==> src/source/memory_defs.svh <==
`ifndef MEMORY_DEFS_SVH
`define MEMORY_DEFS_SVH

// ==========================================================================
// memory geometry
// ==========================================================================

`define MEM_ADDR_WIDTH      11  // group, bank, subarray, row.
`define MEM_DATA_WIDTH      8   // one byte per word.

`define MEM_GROUPS          2
`define MEM_BANKS_PER_GROUP 2
`define MEM_SUBARRAYS       4   // subarrays in one bank.
`define MEM_ROWS            128 // rows in one subarray.

// request sampling edge to readResult and writeDropped.
`define MEM_READ_LATENCY    2

`endif

==> src/source/memPkg.sv <==
`include "memory_defs.svh"

package memPkg;

    // ======================================================================
    // address fields
    // ======================================================================

    typedef logic [`MEM_DATA_WIDTH-1:0]        dataT;
    typedef logic [$clog2(`MEM_ROWS)-1:0]      rowT;
    typedef logic [$clog2(`MEM_SUBARRAYS)-1:0] subIdxT;

    typedef struct packed {
        logic   group;    // low or high 1024 words.
        logic   bank;     // bank within the group.
        subIdxT subarray;
        rowT    row;
    } memAddrT;

    // ======================================================================
    // requests and results
    // ======================================================================

    typedef struct packed {
        logic    valid;
        memAddrT addr;
    } readReqT;

    typedef struct packed {
        logic    valid;
        memAddrT addr;
        dataT    data;
    } writeReqT;

    typedef struct packed {
        logic valid;
        dataT data; // zero unless valid.
    } readResultT;

endpackage

==> src/source/readMerge.sv <==
`include "memory_defs.svh"

module readMerge (
    input  logic               clk,
    input  logic               reset,
    input  memPkg::readReqT    readReq,
    input  memPkg::readResultT groupResult0,
    input  memPkg::readResultT groupResult1,
    input  logic               groupDropped0,
    input  logic               groupDropped1,
    output memPkg::readResultT readResult,
    output logic               writeDropped
);

    import memPkg::*;

    logic       groupQ;
    readResultT selected;

    // ======================================================================
    // group select
    // ======================================================================

    always_ff @(posedge clk) begin
        if (reset) begin
            groupQ <= 1'b0;
        end else if (readReq.valid) begin
            groupQ <= readReq.addr.group; // matches group result timing.
        end
    end

    assign selected = groupQ ? groupResult1 : groupResult0;

    always_ff @(posedge clk) begin
        if (reset) begin
            readResult   <= '0;
            writeDropped <= 1'b0;
        end else begin
            readResult   <= selected;
            writeDropped <= groupDropped0 | groupDropped1;
        end
    end

    // ======================================================================
    // checks
    // ======================================================================

    readReturns: assert property (
        @(posedge clk) disable iff (reset)
        readReq.valid |-> ##`MEM_READ_LATENCY readResult.valid
    ) else $error("read request did not return data");

endmodule

==> config.mk <==
export PLATFORM = sky130hd
export DESIGN_NAME = readMerge
export DESIGN_NICKNAME = d
export VERILOG_FILES = /design/src/source/memPkg.sv /design/src/source/readMerge.sv
export VERILOG_INCLUDE_DIRS = /design/src /design/src/source
export SDC_FILE = /design/constraint.sdc
export NUM_CORES = 1
export LEC_CHECK = 0
export BUFFER_PORTS_ARGS = -buffer_cell sky130_fd_sc_hd__buf_2
export CAP_MARGIN = 20
export CORE_AREA = 2 2 39 41
export CTS_CLUSTER_DIAMETER = 80
export CTS_CLUSTER_SIZE = 30
export DETAILED_ROUTE_END_ITERATION = 6
export DIE_AREA = 0 0 41 43
export PLACE_DENSITY = 0.7
export SYNTH_ARGS = -nofsm -noshare
export SYNTH_HDL_FRONTEND = slang
export SYNTH_SLANG_ARGS = --single-unit
==> constraint.sdc <==
create_clock -name clk -period 1.17 [get_ports clk]
set_input_delay 0.0585 -clock clk [delete_from_list [all_inputs] [get_ports clk]]
set_output_delay 0.0585 -clock clk [all_outputs]
set_load 0.005 [all_outputs]
==> results.sh, run 1 <==
export IMPL_initial_core_util=0.276
export IMPL_cts_tree="yes"
export IMPL_start_kind="flop"
export IMPL_synth_most_common_cell="nor2_1"
export IMPL_worst_endpoint_arrival_ps=980
export IMPL_io_buffers=33
export IMPL_clk_latency_ps=260
export IMPL_ys_seq_elements=11
export IMPL_finalCritPeriodShare=0.706
export IMPL_synth_xor_area_frac=0
export IMPL_yosysTopAreaCell="dfxtp_1"
export IMPL_crit_fanout=5
export IMPL_synthMuxAreaShare=0.262
export IMPL_drtIter0Drc=0
export IMPL_ant_nets=0
export IMPL_maxCapViolCount=0
export IMPL_syn_nets=69
export IMPL_clock_skew_ps=1.82
export IMPL_multi_input_area_um2=145
export IMPL_numCtsBuffers=3
export IMPL_fin_nets=107
export IMPL_yosys_cell_types_count=5
export IMPL_synth_top_family_by_area="multiplexers"
export IMPL_regArea_um2=220
export IMPL_rows=14
export IMPL_hold_path_class="in -> reg"
export IMPL_fillCellCount=153
export IMPL_rsz0062_at_grt="no"
export IMPL_die_h_um=43
export IMPL_relSlewSlack=0.872
export IMPL_die_x_um=41
export IMPL_vias=362
export IMPL_netlist_instances=35
export IMPL_post_cts_buffers=0
export IMPL_syn_to_final_growth_pct=55.1
export IMPL_pwr_share_seq=0.526
export IMPL_power_leakage_uw=0.000311
export IMPL_powerDensity_nw_per_um2=1300
export IMPL_core_um2=1380
export IMPL_status="finished, final reports clean"
export IMPL_placed_cell_area_um2=566
export IMPL_synthFlopType="dfxtp_1"
export IMPL_ir_drop_mv=0.516
export IMPL_synth_area_um2=382
export IMPL_dr_pass1_iters=1
export IMPL_synth_simple_area_share=0.118
export IMPL_clk_pin_slew_worst_paths_ps=70
export IMPL_finalHoldViolations=0
export IMPL_synth_edf_count=0
export IMPL_worstSetupPathType="reg -> reg"
export IMPL_post_cts_resize_count=0
export IMPL_synth_compound_area_share=0
export IMPL_num_antenna_cells=0
export IMPL_wl_per_cell_um=8.72
export IMPL_synthAdderAreaFrac=0
export IMPL_grt_max_degree=12
export IMPL_detail_route_vias_per_cell=4.11
export IMPL_cts_hold_buf=0
export IMPL_drive_gt1_frac=0.528
export IMPL_synth_async_reset_ratio=0
export IMPL_setup_violations=0
export IMPL_slew_viol_final=0
export IMPL_power_share_switching=0.222
export IMPL_drc=0
export IMPL_overflow=0
export IMPL_synth_top_cells_by_area="dfxtp_1 58%, mux2i_1 26%, nor2_1 12%"
export IMPL_worst_ep_required_time_ps=1320
export IMPL_grt_pass1_wl_mm=1.04
export IMPL_synth_warnings=0
export IMPL_netlist_top_cells_count="12 x nor2_1, 11 x dfxtp_1, 10 x mux2i_1, 1 x buf_2, 1 x buf_6"
export IMPL_routed_wl_met2_um=365
export IMPL_synth_top_cell_area_share=0.577
export IMPL_ios=44
export IMPL_power_internal_uw=599
export IMPL_synth_avg_cell_area_um2=10.9
export IMPL_clock_sinks=11
export IMPL_period_minus_slack_ps=826
export IMPL_fmax_ghz=1.21
export IMPL_dieArea_um2=1760
export IMPL_finalWirelength_um=767
export IMPL_htreeDepth=1
export IMPL_grt_total_usage=0.0918
export IMPL_switchingPower_uw=170
export IMPL_final_area_um2=592
export IMPL_clkPwrFrac=0.327
export IMPL_antenna_found_initial=0
export IMPL_root_buffer="clkbuf_4"
export IMPL_endpoint_kind="flop"
export IMPL_r2r_setup_slack_ps=340
export IMPL_drt_met1_wl_um=310
export IMPL_cts_max_path_buffers=2
export IMPL_p_comb_frac=0.147
export IMPL_tightest_slew_ps=192
export IMPL_gp_congestion=0.546
export IMPL_route_met3_wl_um=91
export IMPL_fin_tns_setup_ps=0
export IMPL_dr_max_layer_used="met3"
export IMPL_first_global_vias=280
export IMPL_yosysSeqAreaShare=0.577
[path summary, 6_finish.rpt]
kind            startpoint            end  cells past startpoint
min          groupDropped0   writeDropped                      3
max reg2reg         groupQ  readResult[8]                      3
max                 groupQ  readResult[8]                      3
min reg2reg         groupQ  readResult[4]                      3
[kinds of logic after synthesis]
kind of cell | after synthesis
muxes | 10
DFF | 11
and+or+nand+nor | 12
buffers and inverters | 2
[through the flow]
stage                     setup slack (ps)  instances   util  power, uW  hold slack, ps
after floorplan                        387         35      -        465             131
after global placement                 352         84  0.409        525             262
final                                  344         88  0.428        769            15.7
after CTS                              328         88  0.428        791            15.5
after detailed placement               340         84  0.409        529             295
after global routing                   261         88  0.428        820            22.2
[placed cells by master (no fill, tap or decap)]
cell,synthesis,final
buf_2,1,33
buf_4,0,2
clkbuf_1,0,1
clkbuf_4,0,3
dfxtp_1,11,11
mux2i_1,10,10
nor2_1,12,12
[area by class of cell]
type	instances	area share
Sequential cell	11	0.372
Timing Repair Buffer	35	0.304
Multi-Input combinational cell	22	0.245
Clock buffer	4	0.0444
Tap cell	16	0.0338
[per-layer routing]
| layer | up-vias | global-route usage |
|---|---|---|
| li1 | 188 | - |
| met1 | 153 | 0.108 |
| met2 | 21 | 0.134 |
| met3 | 0 | 0.0314 |
| met4 | 0 | 0.0600 |
| met5 | - | 0 |
[worst max-delay path: stages, from the launching register on]
cell	delay, ps
dfxtp_1	330
buf_4	150
mux2i_1	190
nor2_1	50
[flip-flops by register name, indices dropped and copies added, names as in the netlist]
| name | flops |
|---|---|
| groupQ | 1 |
| readResult | 9 |
| writeDropped | 1 |
[power by group through the flow]
stage / logic (uW) / clock network, uW / registers, uW
6_report: 113 / 252 / 404
5_1_grt: 126 / 286 / 407
4_1_cts: 116 / 271 / 405
3_5_place_dp: 116 / 0 / 414
3_3_place_gp: 112 / 0 / 413
2_1_floorplan: 46.6 / 0 / 418
No activity file was read; power rests on OpenSTA's default activity.
==> run 2, diff against run 1 <==
==> constraint.sdc (replaced) <==
create_clock -name clk -period 0.8 [get_ports clk]
set_input_delay 0.04 -clock clk [delete_from_list [all_inputs] [get_ports clk]]
set_output_delay 0.04 -clock clk [all_outputs]
set_load 0.005 [all_outputs]
==> run 2 against run 1 <==
The run now ends with setup timing left. Largest cell class unchanged. Critical endpoint is now readResult[1]. Sequential power rose by 47%. Count of clock-buffer cells in the layout did not move. Clock power rose by 46%. Critical path depth did not move. Design area rose by 6.6%.
==> results.sh, run 2 (synthesis results as in run 1) <==
export IMPL_wl_per_cell_um=9.18
export IMPL_dieArea_um2=1760
export IMPL_first_global_vias=343
export IMPL_grt_max_degree=12
export IMPL_drive_gt1_frac=0.520
export IMPL_setup_worst_path_start="groupQ"
export IMPL_crit_chain="buf_6 -> mux2i_1 -> nor2_1"
export IMPL_drc=0
export IMPL_finalCritPeriodShare=1.01
export IMPL_layout_common_cells="33 x buf_2, 12 x nor2_1, 10 x mux2i_1, 10 x dfxtp_1"
export IMPL_tightest_slew_ps=199
export IMPL_relSlewSlack=0.868
export IMPL_drtIter0Drc=0
export IMPL_cts_max_path_buffers=2
export IMPL_power_leakage_uw=0.000326
export IMPL_powerDensity_nw_per_um2=1810
export IMPL_gp_congestion=0.546
export IMPL_post_cts_buffers=0
export IMPL_syn_to_final_growth_pct=65.2
export IMPL_rr_startpoint="groupQ"
export IMPL_worstSetupPathType="reg -> reg"
export IMPL_detail_route_vias_per_cell=4.22
export IMPL_finalWirelength_um=835
export IMPL_finalHoldViolations=0
export IMPL_cp_slowest_stage_delay_ps=340
export IMPL_grt_use_met2=0.175
export IMPL_setup_ws_ps=-12.0
export IMPL_die_h_um=43
export IMPL_status="finished, violations left"
export IMPL_clk_latency_ps=260
export IMPL_hold_ws_ps=6.99
export IMPL_use_met1=0.105
export IMPL_cp_slowest_cell="dfxtp_2"
export IMPL_min_delay_start="groupResult0[2]"
export IMPL_slew_viol_final=0
export IMPL_endpoint_kind="flop"
export IMPL_ir_drop_mv=0.760
export IMPL_root_buffer="clkbuf_4"
export IMPL_grt_busiest_layer="met2"
export IMPL_grt_total_usage=0.104
export IMPL_p_comb_frac=0.159
export IMPL_overflow=0
export IMPL_switchingPower_uw=254
export IMPL_power_internal_uw=890
export IMPL_start_kind="flop"
export IMPL_clock_sinks=11
export IMPL_ant_nets=0
export IMPL_fmax_ghz=1.23
export IMPL_ios=44
export IMPL_hold_path_class="in -> reg"
export IMPL_period_minus_slack_ps=812
export IMPL_largest_reg_flops=9
export IMPL_rsz0062_at_grt="yes"
export IMPL_crit_fanout=5
export IMPL_total_power_uw=1140
export IMPL_antenna_found_initial=0
export IMPL_grtUsageMet3=0.0314
export IMPL_pwr_share_seq=0.518
export IMPL_clkPwrFrac=0.323
export IMPL_htreeDepth=1
export IMPL_rows=14
export IMPL_vias=384
export IMPL_clk_pin_slew_worst_paths_ps=70
export IMPL_setup_violations=6
export IMPL_clock_skew_ps=2.24
export IMPL_cts_tree="yes"
export IMPL_initial_core_util=0.276
export IMPL_dr_pass1_iters=1
export IMPL_fin_nets=110
export IMPL_worst_endpoint_arrival_ps=960
export IMPL_worst_ep_required_time_ps=950
export IMPL_num_antenna_cells=0
export IMPL_maxCapViolCount=0
export IMPL_regMostFlops="readResult"
export IMPL_reg_largest_list="readResult: 9 flops, groupQ: 1 flops, writeDropped: 1 flops"
export IMPL_core_um2=1380
export IMPL_io_buffers=33
export IMPL_mostFrequentLayoutCell="buf_2"
export IMPL_grt_pass1_wl_mm=1.19
export IMPL_failed_checks="setup timing"
export IMPL_crit_buf_inv=1
export IMPL_critPathTopFamily="flip-flops"
export IMPL_die_x_um=41
export IMPL_numCtsBuffers=3
export IMPL_power_share_switching=0.222
run 2: changes by cell type in the layout (fill, tap and decap cells not counted), sizes merged:
cell         delta
dlygate4sd3     +3
run 2: power groups by stage:
stage / clock network [uW] / logic [uW] / registers [uW]
floorplan: 0 / 68.1 / 611
global placement: 0 / 164 / 604
detailed placement: 0 / 169 / 605
CTS: 396 / 184 / 593
global route: 419 / 202 / 598
finish: 369 / 182 / 593
run 2: stage by stage:
step                setup TNS [ps]  instances  setup WS, ps   util  cell area [um2]
global route                  -578         91         -82.8  0.456              631
CTS                           -102         91         -20.3  0.456              631
finish                       -38.9         91         -12.0  0.456              631
floorplan                        0         35          16.6      -              382
detailed placement            -179         84         -29.8  0.409              566
global placement              -109         84         -18.4  0.409              566
run 2: worst reg2reg max path: stages (launching register included):
cell	delay (ps)
dfxtp_2	340
buf_6	120
mux2i_1	180
nor2_1	60
run 2: repair_timing:
item,in CTS,in global routing
gates resized for setup,3,0
pin swaps,2,5
endpoints found under the hold margin,2,0
endpoints found under the setup margin,9,9
hold buffers,3,0
run 2: routing by layer:
metal | routed length [um] | part of all wire | vias to the layer above
li1 | - | - | 196
met1 | 322 | 0.39 | 167
met2 | 424 | 0.51 | 21
met3 | 88 | 0.11 | 0
met4 | 0 | 0 | 0
met5 | 0 | 0 | -
run 2: path summary, 6_finish.rpt:
kind | cells after the start | slack (ps) | to
setup / recovery | 3 | -10 | readResult[1]
setup reg to reg | 3 | -10 | readResult[1]
hold reg to reg | 3 | 630 | readResult[4]
hold / removal | 3 | 7 | readResult[2]
run 2: cell type report:
cell class / instances / area (um2)
fillers: 148 / 753
clock buffers: 4 / 26.3
flip-flops and latches: 11 / 221
repair buffers: 38 / 218
multi-input cells: 22 / 145
well taps: 16 / 20.0
